--- config.mk ---
export PLATFORM = sky130hd
export DESIGN_NAME = gnn_edge_top
export DESIGN_NICKNAME = d
export VERILOG_FILES = /design/src/hdl/edge_bank_pkg.sv /design/src/hdl/gnn_data_pkg.sv /design/src/hdl/edge_bank.sv /design/src/hdl/edge_buffer.sv /design/src/hdl/edge_pkt_decode.sv /design/src/hdl/gnn_edge_top.sv /design/src/hdl/rr_arbiter.sv /design/src/hdl/rs_reduce.sv
export SDC_FILE = /design/constraint.sdc
export NUM_CORES = 2
export LEC_CHECK = 0
export ABC_AREA = 1
export BUFFER_PORTS_ARGS = -buffer_cell sky130_fd_sc_hd__clkbuf_2
export CELL_PAD_IN_SITES_DETAIL_PLACEMENT = 1
export CELL_PAD_IN_SITES_GLOBAL_PLACEMENT = 1
export CORE_MARGIN = 4
export CORE_UTILIZATION = 50
export DETAILED_ROUTE_END_ITERATION = 16
export GPL_TIMING_DRIVEN = 0
export PLACE_DENSITY_LB_ADDON = 0.1
export SLEW_MARGIN = 10
export SYNTH_ARGS = -nofsm -noshare
export SYNTH_HDL_FRONTEND = slang
export SYNTH_HIERARCHICAL = 1
export SYNTH_SLANG_ARGS = --single-unit
--- constraint.sdc ---
create_clock -name clk -period 6.35 [get_ports clk]
set_clock_uncertainty 0.2 [all_clocks]
set_input_delay 0.9525 -clock clk [delete_from_list [all_inputs] [get_ports clk]]
set_output_delay 0.9525 -clock clk [all_outputs]
set_load 0.01 [all_outputs]
--- src/hdl/edge_bank_pkg.sv ---
package edge_bank_pkg;

    // one bank per edge pe
    localparam int NUM_EDGE_PE = 4;

    // one bit per bank
    typedef logic [NUM_EDGE_PE-1:0] bank_mask_t;

    // bank fifo geometry
    localparam int BANK_DEPTH = 8;

    typedef logic [$clog2(BANK_DEPTH)-1:0] bank_ptr_t;
    // one extra bit so a full fifo is countable
    typedef logic [$clog2(BANK_DEPTH):0] bank_cnt_t;

    // where a stream goes, picked at its sos beat
    typedef enum logic {
        DEST_RS   = 1'b0,
        DEST_SRAM = 1'b1
    } dest_e;

    // reduction port ownership
    typedef enum logic {
        LOCK_IDLE    = 1'b0,
        LOCK_BLOCKED = 1'b1
    } lock_e;

endpackage

--- src/hdl/gnn_data_pkg.sv ---
package gnn_data_pkg;

    // width of one feature lane
    localparam int FV_SIZE = 16;

    // single feature lane
    typedef logic [FV_SIZE-1:0] fv_t;

    // both lanes side by side for the output sram
    // lane 0 sits in the low half
    typedef logic [2*FV_SIZE-1:0] fv_pair_t;

    // node id space
    localparam int MAX_NODE_ID = 256;

    typedef logic [$clog2(MAX_NODE_ID)-1:0] node_id_t;

endpackage

--- src/hdl/edge_bank.sv ---
`timescale 1ns/100ps

module edge_bank (
    input  logic                   clk,
    input  logic                   reset,
    input  logic                   push,
    input  logic                   tag_sos,
    input  logic                   tag_eos,
    input  edge_bank_pkg::dest_e   tag_dest,
    input  gnn_data_pkg::fv_t      tag_fv_0,
    input  gnn_data_pkg::fv_t      tag_fv_1,
    input  gnn_data_pkg::node_id_t tag_node_id,
    input  logic                   req_grant,
    input  logic                   rs_grant,
    input  logic                   rs_available,
    output logic                   bank_busy,
    output logic                   outbuff_req,
    output logic                   outbuff_sos,
    output logic                   outbuff_eos,
    output gnn_data_pkg::fv_pair_t outbuff_data,
    output gnn_data_pkg::node_id_t outbuff_node_id,
    output logic                   rs_req,
    output logic                   rs_beat,
    output logic                   rs_sos,
    output logic                   rs_eos,
    output gnn_data_pkg::fv_t      rs_fv_0,
    output gnn_data_pkg::fv_t      rs_fv_1,
    output gnn_data_pkg::node_id_t rs_node_id
);

    // tagged beat storage
    logic                   mem_sos     [edge_bank_pkg::BANK_DEPTH];
    logic                   mem_eos     [edge_bank_pkg::BANK_DEPTH];
    edge_bank_pkg::dest_e   mem_dest    [edge_bank_pkg::BANK_DEPTH];
    gnn_data_pkg::fv_t      mem_fv_0    [edge_bank_pkg::BANK_DEPTH];
    gnn_data_pkg::fv_t      mem_fv_1    [edge_bank_pkg::BANK_DEPTH];
    gnn_data_pkg::node_id_t mem_node_id [edge_bank_pkg::BANK_DEPTH];

    edge_bank_pkg::bank_ptr_t wr_ptr;
    edge_bank_pkg::bank_ptr_t rd_ptr;
    edge_bank_pkg::bank_cnt_t count;
    logic                     head_valid;
    logic                     head_is_sram;
    logic                     wr_en;
    logic                     rd_en;
    // set from rs grant until the eos beat leaves
    logic                     streaming;

    assign head_valid   = (count != '0);
    assign head_is_sram = (mem_dest[rd_ptr] == edge_bank_pkg::DEST_SRAM);
    // a push into a full fifo is lost
    assign wr_en        = push && (count != edge_bank_pkg::BANK_DEPTH);
    assign bank_busy    = (count >= edge_bank_pkg::bank_cnt_t'(edge_bank_pkg::BANK_DEPTH - 1));

    // output sram side shows the head as is
    assign outbuff_req     = head_valid && head_is_sram;
    assign outbuff_sos     = mem_sos[rd_ptr];
    assign outbuff_eos     = mem_eos[rd_ptr];
    assign outbuff_data    = {mem_fv_1[rd_ptr], mem_fv_0[rd_ptr]};
    assign outbuff_node_id = mem_node_id[rd_ptr];

    // ask for the reduction port only at a partial stream start
    assign rs_req = head_valid && !head_is_sram && mem_sos[rd_ptr] && !streaming;
    // stall while reducer is busy or the next beat is not in yet
    assign rs_beat    = streaming && head_valid && rs_available;
    assign rs_sos     = mem_sos[rd_ptr];
    assign rs_eos     = mem_eos[rd_ptr];
    assign rs_fv_0    = mem_fv_0[rd_ptr];
    assign rs_fv_1    = mem_fv_1[rd_ptr];
    assign rs_node_id = mem_node_id[rd_ptr];

    // pop on sram grant or reduction beat
    assign rd_en = (outbuff_req && req_grant) || rs_beat;

    always_ff @(posedge clk or negedge reset) begin
        if (!reset) begin
            wr_ptr    <= '0;
            rd_ptr    <= '0;
            count     <= '0;
            streaming <= 1'b0;
        end else begin
            if (wr_en) begin
                wr_ptr <= wr_ptr + 1'b1;
            end
            if (rd_en) begin
                rd_ptr <= rd_ptr + 1'b1;
            end
            count <= count + edge_bank_pkg::bank_cnt_t'(wr_en)
                           - edge_bank_pkg::bank_cnt_t'(rd_en);
            if (rs_grant) begin
                streaming <= 1'b1;
            end else if (rs_beat && rs_eos) begin
                streaming <= 1'b0;
            end
        end
    end

    // fifo write port
    always_ff @(posedge clk) begin
        if (wr_en) begin
            mem_sos[wr_ptr]     <= tag_sos;
            mem_eos[wr_ptr]     <= tag_eos;
            mem_dest[wr_ptr]    <= tag_dest;
            mem_fv_0[wr_ptr]    <= tag_fv_0;
            mem_fv_1[wr_ptr]    <= tag_fv_1;
            mem_node_id[wr_ptr] <= tag_node_id;
        end
    end

endmodule

--- src/hdl/edge_buffer.sv ---
`timescale 1ns/100ps

module edge_buffer (
    input  logic                                                  clk,
    input  logic                                                  reset,
    input  edge_bank_pkg::bank_mask_t                             edge_wb_en,
    input  edge_bank_pkg::bank_mask_t                             edge_sos,
    input  edge_bank_pkg::bank_mask_t                             edge_eos,
    input  edge_bank_pkg::bank_mask_t                             edge_done_aggr,
    input  gnn_data_pkg::fv_t      [edge_bank_pkg::NUM_EDGE_PE-1:0] edge_fv_0,
    input  gnn_data_pkg::fv_t      [edge_bank_pkg::NUM_EDGE_PE-1:0] edge_fv_1,
    input  gnn_data_pkg::node_id_t [edge_bank_pkg::NUM_EDGE_PE-1:0] edge_node_id,
    input  edge_bank_pkg::bank_mask_t                             req_grant,
    input  logic                                                  rs_available,
    output edge_bank_pkg::bank_mask_t                             bank_busy,
    output edge_bank_pkg::bank_mask_t                             outbuff_req,
    output edge_bank_pkg::bank_mask_t                             outbuff_sos,
    output edge_bank_pkg::bank_mask_t                             outbuff_eos,
    output gnn_data_pkg::fv_pair_t [edge_bank_pkg::NUM_EDGE_PE-1:0] outbuff_data,
    output gnn_data_pkg::node_id_t [edge_bank_pkg::NUM_EDGE_PE-1:0] outbuff_node_id,
    output logic                                                  rs_beat,
    output logic                                                  rs_sos,
    output logic                                                  rs_eos,
    output gnn_data_pkg::fv_t                                     rs_fv_0,
    output gnn_data_pkg::fv_t                                     rs_fv_1,
    output gnn_data_pkg::node_id_t                                rs_node_id
);

    // decode to bank tags
    edge_bank_pkg::bank_mask_t                               tag_push;
    edge_bank_pkg::bank_mask_t                               tag_sos;
    edge_bank_pkg::bank_mask_t                               tag_eos;
    edge_bank_pkg::dest_e  [edge_bank_pkg::NUM_EDGE_PE-1:0]  tag_dest;
    gnn_data_pkg::fv_t     [edge_bank_pkg::NUM_EDGE_PE-1:0]  tag_fv_0;
    gnn_data_pkg::fv_t     [edge_bank_pkg::NUM_EDGE_PE-1:0]  tag_fv_1;
    gnn_data_pkg::node_id_t [edge_bank_pkg::NUM_EDGE_PE-1:0] tag_node_id;

    // per bank reduction side
    edge_bank_pkg::bank_mask_t                               bank_rs_req;
    edge_bank_pkg::bank_mask_t                               bank_rs_beat;
    edge_bank_pkg::bank_mask_t                               bank_rs_sos;
    edge_bank_pkg::bank_mask_t                               bank_rs_eos;
    gnn_data_pkg::fv_t     [edge_bank_pkg::NUM_EDGE_PE-1:0]  bank_rs_fv_0;
    gnn_data_pkg::fv_t     [edge_bank_pkg::NUM_EDGE_PE-1:0]  bank_rs_fv_1;
    gnn_data_pkg::node_id_t [edge_bank_pkg::NUM_EDGE_PE-1:0] bank_rs_node_id;

    // arbitration and lock
    edge_bank_pkg::bank_mask_t masked_req;
    edge_bank_pkg::bank_mask_t rs_grant;
    edge_bank_pkg::bank_mask_t last_grant;
    edge_bank_pkg::lock_e      lock_state;
    logic                      grant_q;

    for (genvar i = 0; i < edge_bank_pkg::NUM_EDGE_PE; i++) begin : g_bank
        edge_pkt_decode u_decode (
            .clk         (clk),
            .reset       (reset),
            .wb_en       (edge_wb_en[i]),
            .sos         (edge_sos[i]),
            .eos         (edge_eos[i]),
            .done_aggr   (edge_done_aggr[i]),
            .fv_0        (edge_fv_0[i]),
            .fv_1        (edge_fv_1[i]),
            .node_id     (edge_node_id[i]),
            .push        (tag_push[i]),
            .tag_sos     (tag_sos[i]),
            .tag_eos     (tag_eos[i]),
            .tag_dest    (tag_dest[i]),
            .tag_fv_0    (tag_fv_0[i]),
            .tag_fv_1    (tag_fv_1[i]),
            .tag_node_id (tag_node_id[i])
        );

        edge_bank u_bank (
            .clk             (clk),
            .reset           (reset),
            .push            (tag_push[i]),
            .tag_sos         (tag_sos[i]),
            .tag_eos         (tag_eos[i]),
            .tag_dest        (tag_dest[i]),
            .tag_fv_0        (tag_fv_0[i]),
            .tag_fv_1        (tag_fv_1[i]),
            .tag_node_id     (tag_node_id[i]),
            .req_grant       (req_grant[i]),
            .rs_grant        (rs_grant[i]),
            .rs_available    (rs_available),
            .bank_busy       (bank_busy[i]),
            .outbuff_req     (outbuff_req[i]),
            .outbuff_sos     (outbuff_sos[i]),
            .outbuff_eos     (outbuff_eos[i]),
            .outbuff_data    (outbuff_data[i]),
            .outbuff_node_id (outbuff_node_id[i]),
            .rs_req          (bank_rs_req[i]),
            .rs_beat         (bank_rs_beat[i]),
            .rs_sos          (bank_rs_sos[i]),
            .rs_eos          (bank_rs_eos[i]),
            .rs_fv_0         (bank_rs_fv_0[i]),
            .rs_fv_1         (bank_rs_fv_1[i]),
            .rs_node_id      (bank_rs_node_id[i])
        );
    end

    // no new grant while one is settling, the port is owned, or the reducer is busy
    assign masked_req = (grant_q || (lock_state == edge_bank_pkg::LOCK_BLOCKED) || !rs_available)
                      ? '0 : bank_rs_req;

    rr_arbiter u_arbiter (
        .clk    (clk),
        .reset  (reset),
        .reqs   (masked_req),
        .grants (rs_grant)
    );

    // lock fsm
    always_ff @(posedge clk or negedge reset) begin
        if (!reset) begin
            lock_state <= edge_bank_pkg::LOCK_IDLE;
            last_grant <= '0;
            grant_q    <= 1'b0;
        end else begin
            grant_q <= |rs_grant;
            case (lock_state)
                edge_bank_pkg::LOCK_IDLE: begin
                    if (|rs_grant) begin
                        lock_state <= edge_bank_pkg::LOCK_BLOCKED;
                        last_grant <= rs_grant;
                    end
                end
                default: begin
                    // release as the eos beat passes
                    if (rs_beat && rs_eos) begin
                        lock_state <= edge_bank_pkg::LOCK_IDLE;
                    end
                end
            endcase
        end
    end

    // reduction port mux on the locked bank
    always_comb begin
        rs_beat    = 1'b0;
        rs_sos     = 1'b0;
        rs_eos     = 1'b0;
        rs_fv_0    = '0;
        rs_fv_1    = '0;
        rs_node_id = '0;
        for (int b = 0; b < edge_bank_pkg::NUM_EDGE_PE; b++) begin
            if ((lock_state == edge_bank_pkg::LOCK_BLOCKED) && last_grant[b]) begin
                rs_beat    = bank_rs_beat[b];
                rs_sos     = bank_rs_sos[b];
                rs_eos     = bank_rs_eos[b];
                rs_fv_0    = bank_rs_fv_0[b];
                rs_fv_1    = bank_rs_fv_1[b];
                rs_node_id = bank_rs_node_id[b];
            end
        end
    end

endmodule

--- src/hdl/edge_pkt_decode.sv ---
`timescale 1ns/100ps

module edge_pkt_decode (
    input  logic                   clk,
    input  logic                   reset,
    input  logic                   wb_en,
    input  logic                   sos,
    input  logic                   eos,
    input  logic                   done_aggr,
    input  gnn_data_pkg::fv_t      fv_0,
    input  gnn_data_pkg::fv_t      fv_1,
    input  gnn_data_pkg::node_id_t node_id,
    output logic                   push,
    output logic                   tag_sos,
    output logic                   tag_eos,
    output edge_bank_pkg::dest_e   tag_dest,
    output gnn_data_pkg::fv_t      tag_fv_0,
    output gnn_data_pkg::fv_t      tag_fv_1,
    output gnn_data_pkg::node_id_t tag_node_id
);

    // stream open between sos and eos
    logic                 in_stream;
    logic                 accept;
    edge_bank_pkg::dest_e stream_dest;
    edge_bank_pkg::dest_e beat_dest;

    // beats before any sos are dropped here
    assign accept = wb_en && (sos || in_stream);

    // done_aggr only counts on the sos beat
    assign beat_dest = sos ? (done_aggr ? edge_bank_pkg::DEST_SRAM : edge_bank_pkg::DEST_RS)
                           : stream_dest;

    // stream tracking and push strobe
    always_ff @(posedge clk or negedge reset) begin
        if (!reset) begin
            in_stream   <= 1'b0;
            stream_dest <= edge_bank_pkg::DEST_RS;
            push        <= 1'b0;
        end else begin
            push <= accept;
            if (accept) begin
                // single beat stream closes at once
                in_stream   <= !eos;
                stream_dest <= beat_dest;
            end
        end
    end

    // tagged beat register
    always_ff @(posedge clk) begin
        if (accept) begin
            tag_sos     <= sos;
            tag_eos     <= eos;
            tag_dest    <= beat_dest;
            tag_fv_0    <= fv_0;
            tag_fv_1    <= fv_1;
            tag_node_id <= node_id;
        end
    end

endmodule

--- src/hdl/gnn_edge_top.sv ---
`timescale 1ns/100ps

module gnn_edge_top (
    input  logic                                                  clk,
    input  logic                                                  reset,
    input  edge_bank_pkg::bank_mask_t                             edge_wb_en,
    input  edge_bank_pkg::bank_mask_t                             edge_sos,
    input  edge_bank_pkg::bank_mask_t                             edge_eos,
    input  edge_bank_pkg::bank_mask_t                             edge_done_aggr,
    input  gnn_data_pkg::fv_t      [edge_bank_pkg::NUM_EDGE_PE-1:0] edge_fv_0,
    input  gnn_data_pkg::fv_t      [edge_bank_pkg::NUM_EDGE_PE-1:0] edge_fv_1,
    input  gnn_data_pkg::node_id_t [edge_bank_pkg::NUM_EDGE_PE-1:0] edge_node_id,
    input  edge_bank_pkg::bank_mask_t                             req_grant,
    output edge_bank_pkg::bank_mask_t                             bank_busy,
    output edge_bank_pkg::bank_mask_t                             outbuff_req,
    output edge_bank_pkg::bank_mask_t                             outbuff_sos,
    output edge_bank_pkg::bank_mask_t                             outbuff_eos,
    output gnn_data_pkg::fv_pair_t [edge_bank_pkg::NUM_EDGE_PE-1:0] outbuff_data,
    output gnn_data_pkg::node_id_t [edge_bank_pkg::NUM_EDGE_PE-1:0] outbuff_node_id,
    output logic                                                  result_valid,
    output gnn_data_pkg::node_id_t                                result_node_id,
    output gnn_data_pkg::fv_t                                     result_sum_0,
    output gnn_data_pkg::fv_t                                     result_sum_1
);

    // reduction port between buffer and reducer
    logic                   rs_available;
    logic                   rs_beat;
    logic                   rs_sos;
    logic                   rs_eos;
    gnn_data_pkg::fv_t      rs_fv_0;
    gnn_data_pkg::fv_t      rs_fv_1;
    gnn_data_pkg::node_id_t rs_node_id;

    edge_buffer u_edge_buffer (
        .clk             (clk),
        .reset           (reset),
        .edge_wb_en      (edge_wb_en),
        .edge_sos        (edge_sos),
        .edge_eos        (edge_eos),
        .edge_done_aggr  (edge_done_aggr),
        .edge_fv_0       (edge_fv_0),
        .edge_fv_1       (edge_fv_1),
        .edge_node_id    (edge_node_id),
        .req_grant       (req_grant),
        .rs_available    (rs_available),
        .bank_busy       (bank_busy),
        .outbuff_req     (outbuff_req),
        .outbuff_sos     (outbuff_sos),
        .outbuff_eos     (outbuff_eos),
        .outbuff_data    (outbuff_data),
        .outbuff_node_id (outbuff_node_id),
        .rs_beat         (rs_beat),
        .rs_sos          (rs_sos),
        .rs_eos          (rs_eos),
        .rs_fv_0         (rs_fv_0),
        .rs_fv_1         (rs_fv_1),
        .rs_node_id      (rs_node_id)
    );

    rs_reduce u_rs_reduce (
        .clk            (clk),
        .reset          (reset),
        .rs_beat        (rs_beat),
        .rs_sos         (rs_sos),
        .rs_eos         (rs_eos),
        .rs_fv_0        (rs_fv_0),
        .rs_fv_1        (rs_fv_1),
        .rs_node_id     (rs_node_id),
        .rs_available   (rs_available),
        .result_valid   (result_valid),
        .result_node_id (result_node_id),
        .result_sum_0   (result_sum_0),
        .result_sum_1   (result_sum_1)
    );

endmodule

--- src/hdl/rr_arbiter.sv ---
`timescale 1ns/100ps

module rr_arbiter (
    input  logic                      clk,
    input  logic                      reset,
    input  edge_bank_pkg::bank_mask_t reqs,
    output edge_bank_pkg::bank_mask_t grants
);

    // priority pointer kept as a mask of banks at or above it
    edge_bank_pkg::bank_mask_t ptr_mask;
    edge_bank_pkg::bank_mask_t upper_reqs;
    edge_bank_pkg::bank_mask_t pick;

    assign upper_reqs = reqs & ptr_mask;

    // nothing at or above the pointer so wrap to the bottom
    assign pick = (|upper_reqs) ? upper_reqs : reqs;

    // lowest set bit wins
    assign grants = pick & edge_bank_pkg::bank_mask_t'(~pick + 1'b1);

    always_ff @(posedge clk or negedge reset) begin
        if (!reset) begin
            // bank 0 first
            ptr_mask <= '1;
        end else if (|grants) begin
            // move just above the winner
            // top winner clears the mask which acts as a wrap
            ptr_mask <= ~edge_bank_pkg::bank_mask_t'((grants << 1) - 1'b1);
        end
    end

endmodule

--- src/hdl/rs_reduce.sv ---
`timescale 1ns/100ps

module rs_reduce (
    input  logic                   clk,
    input  logic                   reset,
    input  logic                   rs_beat,
    input  logic                   rs_sos,
    input  logic                   rs_eos,
    input  gnn_data_pkg::fv_t      rs_fv_0,
    input  gnn_data_pkg::fv_t      rs_fv_1,
    input  gnn_data_pkg::node_id_t rs_node_id,
    output logic                   rs_available,
    output logic                   result_valid,
    output gnn_data_pkg::node_id_t result_node_id,
    output gnn_data_pkg::fv_t      result_sum_0,
    output gnn_data_pkg::fv_t      result_sum_1
);

    // running lane sums
    gnn_data_pkg::fv_t acc_0;
    gnn_data_pkg::fv_t acc_1;
    gnn_data_pkg::fv_t sum_0;
    gnn_data_pkg::fv_t sum_1;

    // sos starts fresh
    // sums wrap at 16 bits
    assign sum_0 = rs_sos ? rs_fv_0 : gnn_data_pkg::fv_t'(acc_0 + rs_fv_0);
    assign sum_1 = rs_sos ? rs_fv_1 : gnn_data_pkg::fv_t'(acc_1 + rs_fv_1);

    // busy in the result cycle
    assign rs_available = !result_valid;

    always_ff @(posedge clk or negedge reset) begin
        if (!reset) begin
            result_valid <= 1'b0;
        end else begin
            result_valid <= rs_beat && rs_eos;
        end
    end

    // accumulators and result registers
    always_ff @(posedge clk) begin
        if (rs_beat) begin
            acc_0 <= sum_0;
            acc_1 <= sum_1;
        end
        if (rs_beat && rs_eos) begin
            result_sum_0   <= sum_0;
            result_sum_1   <= sum_1;
            result_node_id <= rs_node_id;
        end
    end

endmodule

==> impl_metrics.ini <==
[outcome]
status = complete, no violations

[drt]
ant_nets = 0
wl_per_cell_um = 27.70
initialDrtViolationCount = 4984
dr.pass1.iters = 5
wirelength_mm = 226.1
vias = 47650
vias_per_cell = 5.838
drc = 0

[sta]
max_freq_ghz = 0.2125
rsz0062_at_grt = no
final.setup.tns_ps = 0
hold_viol_final = 0
timing.final.ws_setup_ps = 1644
drv_slew = 0
setup_violations = 0
relSlewSlack_pct = 37.40
period_share_pct = 74.11
whs_ps = 120.5
max_slew.worst_pin.slew_ps = 936.8
fin_crit_ps = 4706

[clock_network]
cts_made_buffers = 175
h-tree-depth = 4
cts.clk_slew.worst_paths_ps = 60
cts.sinks = 1687
cts-root-buf = clkbuf_16
cts_tree = done
insertion_delay_ps = 800
post_cts_resized = 0
clockBufferDepth = 3
cts_setup_buffers = 0
cts_hold_buf = 1

[yosys]
ys_warn_count = 6
synth_top_family_by_area = simple AND/OR/NAND/NOR gates
synth_edf_count = 1620
ys.flop_type = edfxtp_1
yosys.area_share.simple_pct = 11.79
synth_adder_area_share_pct = 1.364
async_flop_share_pct = 3.972
synthTopCellsByArea = edfxtp_1 70%, nand2_1 5.6%, nor2_1 4.1%, o21ai_0 3.7%, o22ai_1 2.9%
synth.area.mux_share_pct = 0
synth.most_common_cell = edfxtp_1
ys_seq_elements = 1687
synthTopCellsByCount = 1,620 x edfxtp_1, 1,040 x nand2_1, 748 x nor2_1
avgSynthCellArea_um2 = 12.42
synth_xor_area_share_pct = 0.2653
synth_compound_area_share_pct = 8.662
ys_seq_area_share_pct = 72.60
synthCells = 5582
syn-num-nets = 5836
netlist_area_mm2 = 0.06932
ys_types = 40
synth_top_area_share_pct = 70.17
yosysTopAreaCell = edfxtp_1

[grt]
grt_use_total_pct = 30.77
antenna_found_initial = 4
grt_pass1_vias = 49760
grt_first_pass_wirelength_mm = 328.3
overflow = 0
grt_max_degree = 39

[power]
p_int_uw = 26030
leakage_uw = 0.03024
switching_share_pct = 41.74
p_clk_share_pct = 22.8
p_sw_uw = 18640
pwr-share-seq_pct = 32.9
power_density_mw_per_mm2 = 551.6
pwr-share-comb_pct = 44.2
ir_worst_vdd_mv = 0.2802

[placement]
dp.cells = 7834
hpwl_mm = 157.8
place_area_mm2 = 0.07531
gp_congestion = 0.9226
port_buffers = 398
pre_cts_slack_ps = 1737

[worst_setup_path]
cp_top_family = simple AND/OR/NAND/NOR gates
crit_slowest_cell = dfrtp_1
cp_max_fo = 10
crit_chain = inv_1 > buf_6 > buf_6 > clkbuf_2 > o21ai_0 > o22ai_1 > nand2_1 > nand2_1 > buf_4 > nand2_1 > nand3_1 > o211ai_1 > nand2_1 > ha_1 > fa_1 > nand2_1 > nand2_1 > and2_4 > xnor2_1 > o21ai_0
cp_data_required_time_ps = 6680
crit_path_frequent_cell = nand2_1
crit_buf_inv = 5
crit_path_end_kind = register
cp-start-kind = register
critPathArrivalTime_ps = 5040
worstSetupPathType = register to register
max_stage_delay_ps = 440

[finish]
fin_nets = 6472
area_delta_synth_final_pct = 16.82
drive_gt1_share_pct = 18.42
final_cell_area_mm2 = 0.08099
fin_cells = 8162

[floorplanning]
die_w_um = 380.4
die_y_um = 380.4
ios = 399
fp-row-count = 136
core_mm2 = 0.1377
dieArea_mm2 = 0.1447
initial_utilization_pct = 50.36

[hold_path]
hp-class = input port to register

[run]
cap_violations = 0
[power groups by stage]
stage | combinational (uW) | clock [uW] | sequential, uW
6_report | 19800 | 10200 | 14700
2_1_floorplan | 11000 | 0 | 14800
3_5_place_dp | 19400 | 0 | 14900
5_1_grt | 21200 | 10800 | 14800
4_1_cts | 19600 | 10300 | 14700
3_3_place_gp | 18400 | 0 | 15000
[flip-flops by register name, summed over array words and instances, names as in the netlist, 8 cells and up]
name and flops:
u_edge_buffer/g_bank.u_decode/tag_node_id 32, u_edge_buffer/g_bank.u_bank/mem_node_id 256, u_rs_reduce/result_sum_1 16, u_rs_reduce/result_node_id 8, u_edge_buffer/g_bank.u_bank/mem_fv_1 512, u_edge_buffer/g_bank.u_bank/mem_dest 32, u_edge_buffer/g_bank.u_bank/mem_fv_0 512, u_edge_buffer/g_bank.u_decode/tag_fv_0 64
u_rs_reduce/acc_0 16, u_edge_buffer/g_bank.u_bank/count 16, u_edge_buffer/g_bank.u_bank/rd_ptr 12, u_edge_buffer/g_bank.u_bank/mem_sos 32, u_rs_reduce/acc_1 16, u_rs_reduce/result_sum_0 16, u_edge_buffer/g_bank.u_bank/mem_eos 32, u_edge_buffer/g_bank.u_decode/tag_fv_1 64
u_edge_buffer/g_bank.u_bank/wr_ptr 12
[final cells by class]
| class | instances | area [um2] |
|---|---|---|
| Inverter | 190 | 713.2 |
| Multi-Input combinational cell | 3235 | 15580 |
| Fill cell | 13800 | 56680 |
| Clock buffer | 227 | 4688 |
| Antenna cell | 4 | 10.01 |
| Buffer | 470 | 2975 |
| Sequential cell | 1687 | 50330 |
| Timing Repair Buffer | 459 | 3483 |
| Tap cell | 1794 | 2245 |
| Clock inverter | 96 | 964.7 |
[kinds of logic (layout without fill, tap and decap cells)]
family          after synthesis  after routing
buf+inv                     660           1442
fa+ha+maj                    72             72
xor+xnor                     21             21
compound gates             1094           1094
simple gates               2048           2048
other cells                   0              4
flops                      1687           1687
[path summary, 6_finish.rpt]
check / cells past startpoint / startpoint / end / slack, ps
setup / recovery: 20 / u_edge_buffer/g_bank[1].u_bank/rd_ptr[0]$_DFFE_PN0P_ / u_rs_reduce/result_sum_0[4]$_DFFE_PP_ / 1640
hold / removal: 1 / edge_fv_1[20] / u_edge_buffer/g_bank[1].u_decode/tag_fv_1[4]$_DFFE_PP_ / 120
setup reg to reg: 20 / u_edge_buffer/g_bank[1].u_bank/rd_ptr[0]$_DFFE_PN0P_ / u_rs_reduce/result_sum_0[4]$_DFFE_PP_ / 1640
hold reg to reg: 2 / u_edge_buffer/u_arbiter/ptr_mask[0]$_DFFE_PN1P_ / u_edge_buffer/u_arbiter/ptr_mask[0]$_DFFE_PN1P_ / 250
max in group asynchronous: 3 / reset / u_edge_buffer/u_arbiter/ptr_mask[1]$_DFFE_PN1P_ / 4670
min in group asynchronous: 2 / reset / u_edge_buffer/g_bank[2].u_decode/stream_dest$_DFFE_PN0P_ / 510
[cells in the final DEF (no fill, tap or decap), types with 63 or more instances in the layout]
cell type,synthesis,final
edfxtp_1,1620,1620
nand2_1,1040,1040
nor2_1,748,716
o21ai_0,515,515
clkbuf_2,24,421
o22ai_1,324,324
buf_4,212,212
inv_1,184,183
o21ai_1,181,181
nand3_1,180,180
clkbuf_16,0,178
clkbuf_1,94,138
buf_2,92,92
ha_1,66,66
dfrtp_1,63,63
[metrics by stage]
step	util [%]	total power, uW
2_1_floorplan	-	25790
3_3_place_gp	53.44	33370
3_5_place_dp	54.71	34320
4_1_cts	58.82	44660
5_1_grt	58.82	46840
6_report	58.83	44670
[metal layers]
metal | global-route usage (%) | routed length [um] | vias to the layer above | part of all wire, %
li1 | - | - | 21040 | -
met1 | 40.63 | 90070 | 24080 | 40
met2 | 49.27 | 106400 | 2086 | 47
met3 | 6.054 | 18120 | 442 | 8.0
met4 | 14.88 | 11500 | 2 | 5.1
met5 | 0 | 12 | - | 0.0053
No activity file was read; power rests on OpenSTA's default activity.
